--- config.mk ---
export PLATFORM = sky130hd
export DESIGN_NAME = rs_issue
export DESIGN_NICKNAME = d
export VERILOG_FILES = /design/src/hdl/rs_pkg.sv /design/src/hdl/rs_issue.sv
export SDC_FILE = /design/constraint.sdc
export NUM_CORES = 2
export LEC_CHECK = 0
export ABC_AREA = 0
export BUFFER_PORTS_ARGS = -buffer_cell sky130_fd_sc_hd__buf_2
export CORE_AREA = 3 3 725 727
export DETAILED_ROUTE_END_ITERATION = 16
export DIE_AREA = 0 0 728 730
export GPL_ROUTABILITY_DRIVEN = 1
export MAX_ROUTING_LAYER = met4
export PLACE_DENSITY_LB_ADDON = 0.12
export SLEW_MARGIN = 30
export SYNTH_ARGS = -nofsm -noshare
export SYNTH_HDL_FRONTEND = slang
export SYNTH_SLANG_ARGS = --single-unit
export TNS_END_PERCENT = 100
--- constraint.sdc ---
create_clock -name vclk -period 2.26
set_clock_uncertainty 0.15 [all_clocks]
set_input_delay 0.226 -clock vclk [all_inputs]
set_output_delay 0.226 -clock vclk [all_outputs]
set_load 0.005 [all_outputs]
--- src/hdl/rs_pkg.sv ---
package rs_pkg;

    localparam int XLEN       = 32;
    localparam int ISSUE_WAYS = 3;
    localparam int RS_DEPTH   = 16;
    localparam int PRF_SIZE   = 64;
    localparam int ROB_SIZE   = 16;
    localparam int OFFSET_LEN = 16;

    localparam int TAG_W      = $clog2(PRF_SIZE);
    localparam int ROB_W      = $clog2(ROB_SIZE);

    typedef logic [XLEN-1:0]              word_t;
    typedef logic [TAG_W-1:0]             prf_tag_t;
    typedef logic [ROB_W-1:0]             rob_idx_t;
    typedef logic [OFFSET_LEN-1:0]        offset_t;
    typedef logic [$clog2(RS_DEPTH+1)-1:0] free_count_t;
    typedef logic [$clog2(ISSUE_WAYS+1)-1:0] way_count_t;

    typedef enum logic [3:0] {
        ALU_ADD,
        ALU_SUB,
        ALU_AND,
        ALU_OR,
        ALU_XOR,
        ALU_SLL,
        ALU_SRL,
        ALU_SLT
    } alu_op_e;

    // low bits of value hold the waiting tag while valid is 0
    typedef struct packed {
        word_t value;
        logic  valid;
    } operand_t;

    typedef struct packed {
        logic     valid;
        prf_tag_t tag;
        word_t    data;
    } cdb_lane_t;

    typedef struct packed {
        logic     valid;
        alu_op_e  op;
        operand_t opa;
        operand_t opb;
        prf_tag_t dest_tag;
        rob_idx_t rob_idx;
        offset_t  offset;
        logic     rd_mem;
        logic     wr_mem;
    } rs_inst_t;

    typedef struct packed {
        alu_op_e  op;
        word_t    opa;
        word_t    opb;
        prf_tag_t dest_tag;
        rob_idx_t rob_idx;
        offset_t  offset;
        logic     rd_mem;
        logic     wr_mem;
    } issue_inst_t;

endpackage

--- src/hdl/rs_issue.sv ---
`timescale 1ns/1ps

module rs_issue
    import rs_pkg::*;
(
    input  logic [RS_DEPTH-1:0]   grant,
    input  way_count_t            rank [RS_DEPTH],
    input  issue_inst_t           payload [RS_DEPTH],
    output logic [ISSUE_WAYS-1:0] issue_valid,
    output issue_inst_t           issue [ISSUE_WAYS]
);

    // pack granted entries onto lanes by rank
    always_comb begin
        issue_valid = '0;
        for (int k = 0; k < ISSUE_WAYS; k++) begin
            issue[k] = '0;
        end
        for (int i = 0; i < RS_DEPTH; i++) begin
            for (int k = 0; k < ISSUE_WAYS; k++) begin
                if (grant[i] && (rank[i] == way_count_t'(k))) begin
                    issue_valid[k] = 1'b1;
                    issue[k]       = payload[i];
                end
            end
        end
    end

endmodule

==> metrics.md <==
| Metric | Value |
|---|---|
| Synth Instances | `5658` |
| Row cnt | `265` |
| Vias per std cell | `4.89` |
| CLK BUF | `0` |
| DRT Wirelength | `around 820000 um` |
| Max-cap violations | `0` |
| Crit-path cells | `buf_12, nor3b_4, buf_12, o21bai_4, buf_12, buf_16, buf_4, buf_8, o211ai_4, o211ai_1, a2111oi_4, o221a_1, buf_2` |
| First-pass GRT wire length | `974000 um` |
| Setup-failing EPs final | `291` |
| P per Cell Area | `303 nW/um2` |
| Area growth from synthesis to layout | `140%` |
| Most frequent CP cell | `buf_12` |
| Setup ws final | `-1.13 ns` |
| Maximum VDD drop | `0.0882 mV` |
| Post-layout min period | `3.39 ns` |
| P_leak | `32.0 nW` |
| Wire per inst | `49.7 um` |
| Startpoint types | `input port` |
| Total track usage | `between 20% and 30%` |
| Hold Crit Class | `input port to primary output` |
| Final instance area | `between 80000 and 90000 um2` |
| Overall Power | `26.5 mW` |
| Post-synthesis cell type count | `64` |
| Failing checks | `setup timing` |
| Crit-path max cell delay | `0.49 ns` |
| TritonRoute pass-1 iters | `10` |
| Final net count | `10400` |
| Post-synthesis mux area share | `5.23%` |
| WP data required | `1.88 ns` |
| Utilization after layout | `16.9%` |
| Hold buffers post-CTS | `0` |
| Delay-heaviest family, CP | `compound AO/OA/AOI/OAI gates` |
| DR vias | `80500` |
| Top Ports | `1875` |
| Synthesized area | `approximately 37000 um2` |
| DRC | `0` |
| Fin Setup TNS | `-221.96 ns` |
| Number of port buffers | `1875` |
| CP Buf/Inv Count | `7` |
| Count of final max-slew check failures | `0` |
| Post-Synth Simple-Gate Area | `16.7%` |
| Fraction of layout cells with a size suffix above 1 | `58.9%` |
| Final hold violation count | `0` |
| Pre-CTS setup slack | `-2.00 ns` |
| Hold WS | `0.655 ns` |
| Final ANT Viol Nets | `0` |
| Initial DRC Count | `11400` |
| Antenna violations before repair | `731` |
| Crit-path slowest cell | `nor3b_4` |
| Placer Congestion | `0.988` |
| Post-Syn Nets | `approximately 7200` |
| CP arrival | `3.01 ns` |
| Largest family of logic cells by synthesized area | `compound AO/OA/AOI/OAI gates` |
| Dpl cell area | `69000 um2` |
| Synth Area per Inst | `between 6 and 7 um2` |
| FILL cells | `slightly below 60000` |
| FFs & Latches | `0` |
| Fmax | `295 MHz` |
| Relative slew slack | `between 30% and 40%` |
| Crit path max fanout | `6` |
| Non-Filler Instances | `around 16000` |
| Core area | `roughly 520000 um2` |
| Status | `finished with violations` |
| Placed instance count | `15400` |
| Total die area | `531000 um2` |
| Critical Path End Type | `primary output` |
| Crit Path Category | `input port to primary output` |
| RSZ-0062 raised after global routing | `true` |
| Post-synthesis adder-cell area fraction | `0%` |
| Remaining global-route overflow | `0` |
| DP HPWL | `just under 700000 um` |
| Seq/Total Area, Yosys | `0%` |
| Largest net degree at the start of global routing | `79` |
| Chip Width | `728 um` |
| Xor and xnor area share after synthesis | `0%` |
| Tcrit/Tclk final | `150%` |
| Worst-Margin Slew | `~0.92 ns` |
| Initial Util | `7.03%` |
| Vias in the first global route | `73900` |
| Compound-Gate Fraction of Synth Area | `around 69%` |
| Ys Warns | `0` |
| Sequential Area | `0 um2` |
| Die H | `730 um` |
==> cells by family (layout without fill, tap and decap cells) <==
group	count (synthesis)	in the layout
simple gates	1383	1383
compound gates	3271	3271
mux	191	191
buf+inv	813	3986
other cells	0	677
==> Yosys cell counts, types with 66 or more instances <==
cell / count / area [um2]
nand2_1: 585 / 2200
nor3_1: 198 / 991
and3_1: 94 / 588
a222oi_1: 93 / 931
o31ai_1: 187 / 1400
a2111oi_0: 152 / 1330
a22oi_1: 98 / 736
a22o_1: 94 / 823
o21ai_0: 138 / 691
o22ai_1: 281 / 1760
a221oi_1: 477 / 4180
clkbuf_1: 628 / 2360
buf_1: 66 / 248
o221ai_1: 290 / 2540
a21oi_1: 294 / 1470
a211oi_1: 97 / 728
nor2_1: 404 / 1520
o21ai_1: 161 / 806
o211ai_1: 351 / 2640
a31oi_1: 98 / 613
a221o_1: 97 / 971
a2bb2oi_1: 95 / 832
o221a_1: 94 / 1060
mux2i_1: 191 / 1910
o21a_1: 95 / 713
buf_2: 86 / 430
==> repair_timing <==
item / 4_1_cts / 5_1_grt
endpoints found under the setup margin: 291 / 291
cloned: 35 / 18
gates resized for setup: 1171 / 1210
pin swaps: 478 / 644
buffers inserted: 177 / 245
==> cell type report <==
class | count | area, um2 | share of cell area [%]
Antenna cell | 677 | 1690 | 1.93
Timing Repair Buffer | 3977 | 33500 | 38.1
Multi-Input combinational cell | 4845 | 43900 | 50.0
Tap cell | 6942 | 8690 | 9.90
Inverter | 9 | 33.8 | 0.0385
==> cell usage in the layout, fill, tap and decap left out, types with 133 or more instances in the layout <==
cell type / Yosys / routed
buf_2: 86 / 1756
buf_4: 13 / 1415
diode_2: 0 / 677
nand2_1: 585 / 510
buf_12: 1 / 392
nor2_1: 404 / 388
o211ai_1: 351 / 351
a221oi_1: 477 / 349
a21oi_1: 294 / 289
o22ai_1: 281 / 272
buf_6: 9 / 271
o221ai_1: 290 / 210
nor3_1: 198 / 159
o21ai_0: 138 / 133
==> layer usage <==
metal / vias up / part of all wire (%) / global-route usage (%)
met3: 1596 / 11 / 10.9
met1: 41100 / 41 / 35.5
met5: - / 0 / -
met4: 0 / 5.8 / 12.1
met2: 6350 / 43 / 44.0
li1: 31500 / - / -
==> where the power goes <==
group	switching, mW	total, mW	internal, mW
clock network	0	0.0000404	0.0000404
registers	0	0	0
logic	15.7	26.5	10.8
==> worst paths after layout <==
kind                         start    endpoint  slack [ns]  cells after the start
worst max-delay path      rank[31]  issue[263]       -1.13                     13
worst min-delay path  payload[161]   issue[65]        0.66                      4
No activity file was read; power rests on OpenSTA's default activity.
