### config.mk
export PLATFORM = sky130hd
export DESIGN_NAME = way_select
export DESIGN_NICKNAME = d
export VERILOG_FILES = /design/src/hdl/rs_pkg.sv /design/src/hdl/way_select.sv
export SDC_FILE = /design/constraint.sdc
export NUM_CORES = 1
export LEC_CHECK = 0
export BUFFER_PORTS_ARGS = -buffer_cell sky130_fd_sc_hd__buf_2
export CAP_MARGIN = 15
export CORE_ASPECT_RATIO = 0.8
export CORE_MARGIN = 2
export CORE_UTILIZATION = 41
export DETAILED_ROUTE_END_ITERATION = 8
export MAX_ROUTING_LAYER = met4
export PLACE_DENSITY = 0.85
export SYNTH_ARGS = -nofsm -noshare
export SYNTH_HDL_FRONTEND = slang
export SYNTH_SLANG_ARGS = --single-unit
### constraint.sdc
create_clock -name vclk -period 13.2
set_input_delay 1.98 -clock vclk [all_inputs]
set_output_delay 1.98 -clock vclk [all_outputs]
set_load 0.1 [all_outputs]
### src/hdl/rs_pkg.sv
package rs_pkg;

    localparam int XLEN       = 32;
    localparam int ISSUE_WAYS = 3;
    localparam int RS_DEPTH   = 16;
    localparam int PRF_SIZE   = 64;
    localparam int ROB_SIZE   = 16;
    localparam int OFFSET_LEN = 16;

    localparam int TAG_W      = $clog2(PRF_SIZE);
    localparam int ROB_W      = $clog2(ROB_SIZE);

    typedef logic [XLEN-1:0]              word_t;
    typedef logic [TAG_W-1:0]             prf_tag_t;
    typedef logic [ROB_W-1:0]             rob_idx_t;
    typedef logic [OFFSET_LEN-1:0]        offset_t;
    typedef logic [$clog2(RS_DEPTH+1)-1:0] free_count_t;
    typedef logic [$clog2(ISSUE_WAYS+1)-1:0] way_count_t;

    typedef enum logic [3:0] {
        ALU_ADD,
        ALU_SUB,
        ALU_AND,
        ALU_OR,
        ALU_XOR,
        ALU_SLL,
        ALU_SRL,
        ALU_SLT
    } alu_op_e;

    // low bits of value hold the waiting tag while valid is 0
    typedef struct packed {
        word_t value;
        logic  valid;
    } operand_t;

    typedef struct packed {
        logic     valid;
        prf_tag_t tag;
        word_t    data;
    } cdb_lane_t;

    typedef struct packed {
        logic     valid;
        alu_op_e  op;
        operand_t opa;
        operand_t opb;
        prf_tag_t dest_tag;
        rob_idx_t rob_idx;
        offset_t  offset;
        logic     rd_mem;
        logic     wr_mem;
    } rs_inst_t;

    typedef struct packed {
        alu_op_e  op;
        word_t    opa;
        word_t    opb;
        prf_tag_t dest_tag;
        rob_idx_t rob_idx;
        offset_t  offset;
        logic     rd_mem;
        logic     wr_mem;
    } issue_inst_t;

endpackage

### src/hdl/way_select.sv
`timescale 1ns/1ps

module way_select
    import rs_pkg::*;
(
    input  logic [RS_DEPTH-1:0] req,
    output logic [RS_DEPTH-1:0] grant,
    output way_count_t          rank [RS_DEPTH]
);

    // lowest index wins, up to ISSUE_WAYS grants per cycle
    always_comb begin
        way_count_t count;
        count = '0;
        grant = '0;
        for (int i = 0; i < RS_DEPTH; i++) begin
            rank[i] = '0;
            if (req[i] && (count < way_count_t'(ISSUE_WAYS))) begin
                grant[i] = 1'b1;
                // position among the grants so far
                rank[i]  = count;
                count    = count + way_count_t'(1);
            end
        end
    end

endmodule

==> results.py, run 1 <==
metrics = {
    "outcome": {
        "status": "finished, final reports clean",
    },
    "min_path": {
        "hp-class": "primary input to output port",
        "hold_path_depth": 2,
        "hold_start": "req[0]",
    },
    "layout": {
        "num_antenna_cells": 0,
        "final_common_cell": "buf_2",
        "layout.clock_buffers": 0,
        "layout_common_cells": "buf_2 (61), ha_4 (16), a21boi_4 (9)",
        "nets": 191,
        "area_delta_synth_final_pct": 88.0,
        "design.seq.count": 0,
        "seqCellArea_um2": 0,
        "drive_above_1_share": 0.669,
    },
    "yosys": {
        "yosysSeqAreaShare": 0,
        "syn_inst": 99,
        "avgSynthCellArea_um2": 7.70,
        "synthDistinctLibCells": 31,
        "yosysWarnings": 0,
        "synth_area_um2": 762,
    },
    "routing": {
        "first_pass_iters": 4,
        "ant_nets": 0,
        "wl_per_cell_um": 15.1,
        "drcViolationCount": 0,
        "routed_wl_mm": 2.71,
        "avgViaCountPerCell": 5.47,
        "vias": 979,
        "drt_iter0_drc": 15,
    },
    "timing": {
        "setup_slack_ns": 1.11,
        "timing.fmax_mhz": 82.7,
        "setup_viol": 0,
        "final-hold-violation-count": 0,
        "rsz0062_at_grt": "false",
        "maxSlewViolCount": 0,
        "period_minus_slack_ns": 12.09,
        "whs_ns": 4.38,
        "period_share": 0.916,
    },
    "placement": {
        "dp_slack_ns": 1.16,
        "routabilityCongestion": 0.784,
        "port_buffers": 61,
        "dp_hpwl_mm": 2.38,
    },
    "die": {
        "io_pins": 64,
        "row_count": 13,
        "chipWidth_um": 52.2,
        "start_util": 0.450,
        "coreArea_um2": 1690,
        "die_area_um2": 2220,
        "die_y_um": 42.6,
    },
    "flow_run": {
        "cap_violations": 0,
    },
    "global_route": {
        "antenna_found_initial": 0,
        "gr-total-overflow": 0,
        "grt_pass1_wl_mm": 4.09,
        "grt_pass1_vias": 886,
        "grt_usage": 0.241,
        "grt_max_degree": 13,
    },
    "worst_setup_path": {
        "endpoint_kind": "output port",
        "start_kind": "primary input",
        "slowest_delay_ns": 0.47,
        "crit_top_cell": "ha_4",
        "path_max_fanout": 12,
        "critical_path_arrival_ns": 10.11,
        "cp-startpoint": "req[0]",
        "worst_ep_required_time_ns": 11.22,
        "slowest_stage": "buf_2",
        "endpoint": "rank[1]",
        "crit_type": "primary input to output port",
    },
    "clock_tree": {
        "hold_buffers": 0,
        "cts_setup_buffers": 0,
        "cts_resized": 0,
    },
}
[metrics by stage]
stage	area (um2)	utilization	TNS (ns)	instances
after floorplan	1140	-	-29.54	101
after global placement	1430	0.847	0	179
after detailed placement	1430	0.847	0	179
after CTS	1430	0.847	0	179
after global routing	1430	0.847	0	179
final	1430	0.847	0	179
[worst max-delay path, delay by kind of cell]
family                     cells  cell delay (ns)
AOI/OAI and AO/OA             14             2.82
adders and majority gates     10             2.40
and+or+nand+nor                8             1.59
buffers and inverters          8             1.31
[cell usage after synthesis (2+ instances only)]
cell | count | share of area
ha_1 | 16 | 0.26
and3b_1 | 9 | 0.10
nand2_1 | 8 | 0.039
inv_1 | 7 | 0.034
a21boi_1 | 6 | 0.059
and2_1 | 6 | 0.049
buf_4 | 5 | 0.049
nand2b_1 | 4 | 0.033
nor2_1 | 4 | 0.020
a21boi_0 | 3 | 0.030
nand3_1 | 3 | 0.020
o21ai_0 | 3 | 0.020
a21oi_1 | 2 | 0.013
a22oi_1 | 2 | 0.020
a31oi_1 | 2 | 0.016
and4_1 | 2 | 0.023
nor2b_1 | 2 | 0.016
o21a_1 | 2 | 0.020
[cell type report]
class	count	area, um2
fill	102	259
inverter	7	33.8
multi-input combinational	88	1060
tap	22	27.5
timing repair buffer	62	313
[how the worst min path moves through the flow]
| stage | endpoint | slack (ns) |
|---|---|---|
| finish | grant[0] | 4.38 |
| CTS | grant[0] | 4.38 |
| detailed placement | grant[0] | 4.38 |
| floorplan | grant[5] | 4.17 |
| global route | grant[0] | 4.39 |
| global placement | grant[0] | 4.37 |
[kinds of logic after synthesis]
logic type                 count (synthesis)  synth area share
AOI/OAI and AO/OA                         24             0.258
buffers and inverters                     13            0.0985
other                                      1           0.00492
and+or+nand+nor                           45             0.376
adders and majority gates                 16             0.263
[routing by layer]
layer / vias up / global-route usage / part of all wire
met2: 47 / 0.463 / 0.52
met3: 2 / 0 / 0.056
met5: - / - / 0
met1: 454 / 0.287 / 0.42
met4: 0 / 0.0256 / 0.0070
li1: 476 / - / -
Power of run 1 is left out: the tool's default activity adds up to more than one toggle a clock period on the data nets, which glitch-free logic cannot reach.
==> inputs of run 2 (changes only) <==
--- a/config.mk
+++ b/config.mk
@@ -11,6 +11,7 @@
 export CORE_MARGIN = 2
 export CORE_UTILIZATION = 41
 export DETAILED_ROUTE_END_ITERATION = 8
+export GPL_TIMING_DRIVEN = 0
 export MAX_ROUTING_LAYER = met4
 export PLACE_DENSITY = 0.85
 export SYNTH_ARGS = -nofsm -noshare
==> run 2 against run 1 <==
Effect of this change: design area is 2.9% higher; core utilization is 2.4 points higher; critical endpoint unchanged; highest routed layer unchanged; critical path type unchanged; die area stayed put; routed wire length is 1.6% lower; largest cell class unchanged.
==> results.py, run 2 (synthesized netlist as in run 1, its figures left out) <==
metrics = {
    "placement": {
        "post-place-cells": 184,
        "port_buffers": 61,
        "routabilityCongestion": 0.797,
        "dp_slack_ns": 1.08,
        "dp_hpwl_mm": 2.35,
    },
    "clock_tree": {
        "hold_buffers": 0,
        "cts_setup_buffers": 0,
        "cts_resized": 0,
    },
    "layout": {
        "fin_cells": 184,
        "layout_common_cells": "buf_2 (61), ha_4 (16), a21boi_4 (9)",
        "area_delta_synth_final_pct": 93.4,
        "design.seq.count": 0,
        "final_common_cell": "buf_2",
        "layout.clock_buffers": 0,
        "nets": 196,
        "n_fill_cell": 110,
        "multi_input_area_um2": 1060,
        "seqCellArea_um2": 0,
        "drive_above_1_share": 0.679,
        "final_util": 0.871,
        "num_antenna_cells": 0,
    },
    "die": {
        "start_util": 0.450,
        "chipWidth_um": 52.2,
        "die_area_um2": 2220,
        "coreArea_um2": 1690,
        "die_y_um": 42.6,
        "io_pins": 64,
        "row_count": 13,
    },
    "global_route": {
        "grt_pass1_vias": 971,
        "grt_pass1_wl_mm": 4.13,
        "gr-total-overflow": 0,
        "antenna_found_initial": 0,
        "grt_max_degree": 11,
        "grt_usage": 0.235,
    },
    "flow_run": {
        "cap_violations": 0,
    },
    "worst_setup_path": {
        "crit_top_cell": "ha_4",
        "slowest_stage": "buf_2",
        "critical_path_arrival_ns": 10.16,
        "slowest_delay_ns": 0.47,
        "start_kind": "primary input",
        "endpoint_kind": "output port",
        "path_max_fanout": 10,
        "worst_ep_required_time_ns": 11.22,
        "crit_type": "primary input to output port",
    },
    "timing": {
        "final-hold-violation-count": 0,
        "setup_viol": 0,
        "period_share": 0.920,
        "setup_slack_ns": 1.06,
        "timing.fmax_mhz": 82.4,
        "rsz0062_at_grt": "false",
        "period_minus_slack_ns": 12.14,
        "maxSlewViolCount": 0,
    },
    "routing": {
        "drcViolationCount": 0,
        "avgViaCountPerCell": 5.50,
        "vias": 1012,
        "routed_wl_mm": 2.67,
        "first_pass_iters": 4,
        "ant_nets": 0,
        "drt_iter0_drc": 7,
        "wl_per_cell_um": 14.5,
    },
    "min_path": {
        "hp-class": "primary input to output port",
    },
    "outcome": {
        "status": "finished, final reports clean",
    },
}
run 2: cell types whose count changed in the layout (fill, tap and decap cells not counted):
cell   delta
buf_4     +4
buf_6     +1
run 2: area by class of cell:
| class | count | share of cell area |
|---|---|---|
| multi-input cells | 88 | 0.718 |
| plain buffers | 6 | 0.0331 |
| repair buffers | 61 | 0.207 |
| inverters | 7 | 0.0229 |
| well taps | 22 | 0.0187 |
run 2: final timing paths:
check / startpoint / to / slack [ns] / cells after the start
worst max-delay path: req[0] / rank[1] / 1.06 / 40
worst min-delay path: req[3] / grant[3] / 4.47 / 3
run 2: per-layer routing:
layer	vias to the layer above	global-route usage	part of all wire	wire, um
met5	-	-	0	0
met4	0	0.0308	0.0071	19
met3	2	0.0143	0.067	178
met2	52	0.466	0.54	1430
met1	474	0.257	0.39	1040
li1	484	-	-	-
run 2: stage by stage:
stage | area [um2] | hold WS, ns | TNS [ns]
finish | 1470 | 4.47 | 0
global placement | 1470 | 4.47 | 0
CTS | 1470 | 4.47 | 0
floorplan | 1140 | 4.17 | -29.54
global route | 1470 | 4.48 | 0
detailed placement | 1470 | 4.47 | 0
run 2: worst max-delay path: cells and delay by family:
family                     cells  cell delay [ns]
buffers and inverters          8             1.28
AOI/OAI and AO/OA             14             2.93
adders and majority gates     10             2.39
and+or+nand+nor                8             1.55
Power of run 2 is left out for the same reason.
