$ cat config.mk
export PLATFORM = sky130hd
export DESIGN_NAME = rs_entry
export DESIGN_NICKNAME = d
export VERILOG_FILES = /design/src/hdl/rs_pkg.sv /design/src/hdl/operand_wakeup.sv /design/src/hdl/rs_entry.sv
export SDC_FILE = /design/constraint.sdc
export NUM_CORES = 1
export LEC_CHECK = 0
export BUFFER_PORTS_ARGS = -buffer_cell sky130_fd_sc_hd__buf_2
export CORE_AREA = 3 3 122 124
export DETAILED_ROUTE_END_ITERATION = 7
export DIE_AREA = 0 0 125 127
export GPL_ROUTABILITY_DRIVEN = 0
export PLACE_DENSITY = 0.74
export REMOVE_ABC_BUFFERS = 1
export SLEW_MARGIN = 20
export SYNTH_ARGS = -nofsm -noshare
export SYNTH_HDL_FRONTEND = slang
export SYNTH_SLANG_ARGS = --single-unit
$ cat constraint.sdc
create_clock -name clock -period 5.8 [get_ports clock]
set_clock_uncertainty 0.05 [all_clocks]
set_input_delay 1.16 -clock clock [delete_from_list [all_inputs] [get_ports clock]]
set_output_delay 1.16 -clock clock [all_outputs]
set_load 0.02 [all_outputs]
$ cat src/hdl/rs_pkg.sv
package rs_pkg;

    localparam int XLEN       = 32;
    localparam int ISSUE_WAYS = 3;
    localparam int RS_DEPTH   = 16;
    localparam int PRF_SIZE   = 64;
    localparam int ROB_SIZE   = 16;
    localparam int OFFSET_LEN = 16;

    localparam int TAG_W      = $clog2(PRF_SIZE);
    localparam int ROB_W      = $clog2(ROB_SIZE);

    typedef logic [XLEN-1:0]              word_t;
    typedef logic [TAG_W-1:0]             prf_tag_t;
    typedef logic [ROB_W-1:0]             rob_idx_t;
    typedef logic [OFFSET_LEN-1:0]        offset_t;
    typedef logic [$clog2(RS_DEPTH+1)-1:0] free_count_t;
    typedef logic [$clog2(ISSUE_WAYS+1)-1:0] way_count_t;

    typedef enum logic [3:0] {
        ALU_ADD,
        ALU_SUB,
        ALU_AND,
        ALU_OR,
        ALU_XOR,
        ALU_SLL,
        ALU_SRL,
        ALU_SLT
    } alu_op_e;

    // low bits of value hold the waiting tag while valid is 0
    typedef struct packed {
        word_t value;
        logic  valid;
    } operand_t;

    typedef struct packed {
        logic     valid;
        prf_tag_t tag;
        word_t    data;
    } cdb_lane_t;

    typedef struct packed {
        logic     valid;
        alu_op_e  op;
        operand_t opa;
        operand_t opb;
        prf_tag_t dest_tag;
        rob_idx_t rob_idx;
        offset_t  offset;
        logic     rd_mem;
        logic     wr_mem;
    } rs_inst_t;

    typedef struct packed {
        alu_op_e  op;
        word_t    opa;
        word_t    opb;
        prf_tag_t dest_tag;
        rob_idx_t rob_idx;
        offset_t  offset;
        logic     rd_mem;
        logic     wr_mem;
    } issue_inst_t;

endpackage

$ cat src/hdl/operand_wakeup.sv
`timescale 1ns/1ps

module operand_wakeup
    import rs_pkg::*;
(
    input  operand_t  operand_in,
    input  cdb_lane_t cdb [ISSUE_WAYS],
    output operand_t  operand_out
);

    always_comb begin
        operand_out = operand_in;
        if (!operand_in.valid) begin
            // tag sits in the low bits while waiting
            for (int k = 0; k < ISSUE_WAYS; k++) begin
                if (cdb[k].valid && (cdb[k].tag == operand_in.value[TAG_W-1:0])) begin
                    operand_out.value = cdb[k].data;
                    operand_out.valid = 1'b1;
                end
            end
        end
    end

endmodule

$ cat src/hdl/rs_entry.sv
`timescale 1ns/1ps

module rs_entry
    import rs_pkg::*;
(
    input  logic        clock,
    input  logic        reset,
    input  logic        load,
    input  rs_inst_t    load_inst,
    input  cdb_lane_t   cdb [ISSUE_WAYS],
    input  logic        issue_grant,
    output logic        busy,
    output logic        ready,
    output issue_inst_t payload
);

    alu_op_e  op_q;
    operand_t opa_q;
    operand_t opb_q;
    operand_t opa_woken;
    operand_t opb_woken;
    prf_tag_t dest_tag_q;
    rob_idx_t rob_idx_q;
    offset_t  offset_q;
    logic     rd_mem_q;
    logic     wr_mem_q;

    operand_wakeup u_wake_opa (
        .operand_in  (opa_q),
        .cdb         (cdb),
        .operand_out (opa_woken)
    );

    operand_wakeup u_wake_opb (
        .operand_in  (opb_q),
        .cdb         (cdb),
        .operand_out (opb_woken)
    );

    // a new load wins over the issue that frees the slot
    always_ff @(posedge clock) begin
        if (reset) begin
            busy <= 1'b0;
        end else if (load) begin
            busy <= 1'b1;
        end else if (issue_grant) begin
            busy <= 1'b0;
        end
    end

    always_ff @(posedge clock) begin
        if (load) begin
            op_q       <= load_inst.op;
            opa_q      <= load_inst.opa;
            opb_q      <= load_inst.opb;
            dest_tag_q <= load_inst.dest_tag;
            rob_idx_q  <= load_inst.rob_idx;
            offset_q   <= load_inst.offset;
            rd_mem_q   <= load_inst.rd_mem;
            wr_mem_q   <= load_inst.wr_mem;
        end else if (busy) begin
            // keep snooping the cdb while waiting
            opa_q <= opa_woken;
            opb_q <= opb_woken;
        end
    end

    assign ready = busy && opa_q.valid && opb_q.valid;

    always_comb begin
        payload.op       = op_q;
        payload.opa      = opa_q.value;
        payload.opb      = opb_q.value;
        payload.dest_tag = dest_tag_q;
        payload.rob_idx  = rob_idx_q;
        payload.offset   = offset_q;
        payload.rd_mem   = rd_mem_q;
        payload.wr_mem   = wr_mem_q;
    end

endmodule

==> summary by stage <==
Floorplanning
The full die area is 15900 um2. The initial utilization of the core area, before any placement, comes to between 40% and 50%. Row generation in the floorplan step produced 43 rows. The horizontal die dimension is 125 um. The die is 127 um tall. The area of the core is 13900 um2. In this run the count of I/O pins placed on the die edge is between 300 and 400.

Power and ir drop
The power per unit of standard cell area is between 200 and 250 nW/um2. The completed layout was analyzed and its total power is around 1.9 mW. IR analysis of the VDD net gives a maximum drop of roughly 0.00013 V. Summed over all cells, the static leakage comes to around 3.3 nW.

Synthesis
The main flop type after synthesis is sky130_fd_sc_hd__edfxtp_1. Sequential cells were found to cover between 40% and 50% of the synthesized design area. The number of synthesized register bits is a little under 100. During synthesis, Yosys emitted a total of 0 warnings. The synthesized instance count is 612.

Yosys mapped a number of flops with a built-in enable equal to 98. The synthesized netlist contains 37 unique library cells. The cell area that synthesis handed to floorplanning was about 6200 um2. In this run the mean area of a mapped cell was roughly 10 um2. The async set-reset flop share out of synthesis is 0%.

Setup path
The data required time at the worst endpoint is roughly 5.7 ns. The element type at the critical path end is a register. The worst setup path is launched from an input port. The arrival time of the worst setup path is between 3 and 4 ns. The type of the setup path with the least slack is in -> reg. The maximum fanout encountered on the critical timing path is 35.

Detailed routing
The number of antenna-violating nets in the routed design is 0. The DRC violations left is 0. The final route contains about 6000 vias. After the first detailed-routing iteration, the DRC count stood at around 750. The detail-routed via count per cell is ~5.9. The first TritonRoute pass finished after 5 iterations. The wire length reported by the detailed router is between 20000 and 25000 um. The detail-routed net length per standard cell is roughly 23 um.

CTS
The CTS tree is yes. The post-CTS resize count is 0. Clock tree synthesis found a total of 99 sinks.

In this run, CTS created clock tree buffers numbering 9. In this run the number of H-tree levels came out at 3. The longest clock path from root to sink contains 2 buffers.

Clock-pin slew was measured on the worst setup and hold paths at around 0.070 ns. The clock insertion delay at the later pin of the skew report is roughly 0.35 ns. The buffer type at the clock tree root is sky130_fd_sc_hd__clkbuf_16. The number of setup buffers added after CTS is 0.

The number of hold buffers added after cts is 0.

Final layout
Compared with the post-synthesis result, the final layout area differs by 24.1%. The share of final-layout standard cells stronger than drive strength 1 is a little over two fifths. The number of antenna diodes is 0. The count of nets after finishing is between 1000 and 1500.

Timing
The hold violation count in the final report came to 0. The final-report max-slew violation count is 0. Setup total negative slack on the finished layout was measured at 0 ns. Setup repair after global routing left no endpoint under its margin.

The post-route clock period utilization is approximately 66%. The relative slew slack is around 36%. The count of endpoints failing setup in the final report is 0.

The transition at the pin with the smallest max-transition slack is slightly below 1 ns. Timing would allow up to approximately 260 MHz. Counting I/O delays and the setup requirement, the final critical path takes between 3 and 4 ns.

Status
The run finished with clean final reports.

Global routing
The first global-routing pass estimated 34400 um of wire. The number of antenna violations at the first check in global routing was 2. The total overflow left after global routing is 0. The via count of the first global-routing pass is ~6000. Global routing consumed, over all layers together, 28.0% of the routing resources. Entering global routing, the biggest net connects just under 70 pins.

Worst hold path
The worst hold path belongs to the class reg -> reg.

Place
The HPWL after detailed placement is between 15000 and 20000 um. The count of buffers from port buffering is around 320.

Run
Max-cap violations in this run came to 0.
[metal layers]
metal  share of wire (%)  track usage, %  up-vias
met3                 9.1            6.56       64
met4                 2.9            12.5        4
met1                  37            33.0     2837
li1                    -               -     2699
met2                  51            49.0      405
met5                0.13               0        -
[cell usage after synthesis (14+ instances only)]
library cell | number | area share, %
sky130_fd_sc_hd__nor3_1 | 14 | 1.1
sky130_fd_sc_hd__a22o_1 | 14 | 2.0
sky130_fd_sc_hd__buf_4 | 68 | 8.2
sky130_fd_sc_hd__edfxtp_1 | 98 | 47
sky130_fd_sc_hd__o31ai_1 | 48 | 5.8
sky130_fd_sc_hd__clkbuf_1 | 29 | 1.7
sky130_fd_sc_hd__a211oi_1 | 48 | 5.8
sky130_fd_sc_hd__a31oi_1 | 16 | 1.6
sky130_fd_sc_hd__xnor2_1 | 27 | 3.8
sky130_fd_sc_hd__nor2_1 | 53 | 3.2
sky130_fd_sc_hd__o21ai_0 | 18 | 1.4
sky130_fd_sc_hd__a21boi_0 | 45 | 5.4
sky130_fd_sc_hd__nand3_1 | 21 | 1.7
sky130_fd_sc_hd__nand2_1 | 52 | 3.1
[area by class of cell]
class / count / area [um2]
fillers: 1253 / 6130
flip-flops and latches: 99 / 2960
multi-input cells: 401 / 2600
repair buffers: 326 / 1660
clock buffers: 10 / 229
well taps: 180 / 225
clock inverters: 6 / 72.6
inverters: 2 / 7.51
[critical path: stages]
cell and delay, ns:
sky130_fd_sc_hd__buf_2 0.12, sky130_fd_sc_hd__xnor2_1 0.15, sky130_fd_sc_hd__nand4_1 0.42, sky130_fd_sc_hd__or2_2 0.78
sky130_fd_sc_hd__a31oi_1 0.31, sky130_fd_sc_hd__a21o_2 0.80
[stage by stage]
stage               util, %  cells  cell area, um2  hold WS, ns  setup WS, ns
finish                 55.9   1024            7750        0.546          1.95
global route           55.9   1024            7750        0.589          1.87
CTS                    55.9   1024            7750        0.546          2.05
detailed placement     53.7   1008            7450        0.537          1.71
global placement       53.7   1008            7450        0.518          1.69
floorplan                 -    502            5540        0.566         0.675
[worst paths after layout]
path / slack [ns] / end / from / depth (start not counted)
setup / recovery: 1.95 / payload[79] / cdb[33] / 6
hold / removal: 0.55 / busy / busy / 2
setup reg to reg: 2.33 / payload[79] / payload[63] / 5
hold reg to reg: 0.55 / busy / busy / 2
[cells by family after synthesis]
kind of cell | after synthesis | synth area share (%)
compound gates | 203 | 24.1
simple gates | 162 | 12.0
buf+inv | 112 | 11.5
flops | 99 | 47.4
xor+xnor | 36 | 5.05
[sequential cells by signal (all words and copies together), names as in the netlist]
name	cells
payload	64
opa_q	1
offset_q	16
rob_idx_q	4
dest_tag_q	6
opb_q	1
busy	1
wr_mem_q	1
op_q	4
rd_mem_q	1
[layout by cell type (no fill, tap or decap), types with 3 or more instances in the layout]
master	count
sky130_fd_sc_hd__nand4_1	4
sky130_fd_sc_hd__xnor2_1	27
sky130_fd_sc_hd__a211oi_1	48
sky130_fd_sc_hd__nand2_1	52
sky130_fd_sc_hd__buf_4	11
sky130_fd_sc_hd__xor2_1	9
sky130_fd_sc_hd__or2_2	4
sky130_fd_sc_hd__nor2_1	52
sky130_fd_sc_hd__a22o_1	14
sky130_fd_sc_hd__clkbuf_16	9
sky130_fd_sc_hd__and3_1	3
sky130_fd_sc_hd__buf_2	315
sky130_fd_sc_hd__a21boi_0	45
sky130_fd_sc_hd__o31ai_1	48
sky130_fd_sc_hd__a21boi_1	3
sky130_fd_sc_hd__a31oi_1	16
sky130_fd_sc_hd__nand3_1	21
sky130_fd_sc_hd__nor3_1	14
sky130_fd_sc_hd__inv_6	3
sky130_fd_sc_hd__o21ai_0	18
sky130_fd_sc_hd__edfxtp_1	98
[power breakdown]
part | internal [mW] | switching (mW) | total [mW]
registers | 0.843 | 0.0238 | 0.867
logic | 0.144 | 0.229 | 0.372
clock network | 0.341 | 0.288 | 0.629
total | 1.33 | 0.541 | 1.87
No activity file was read; power rests on OpenSTA's default activity.
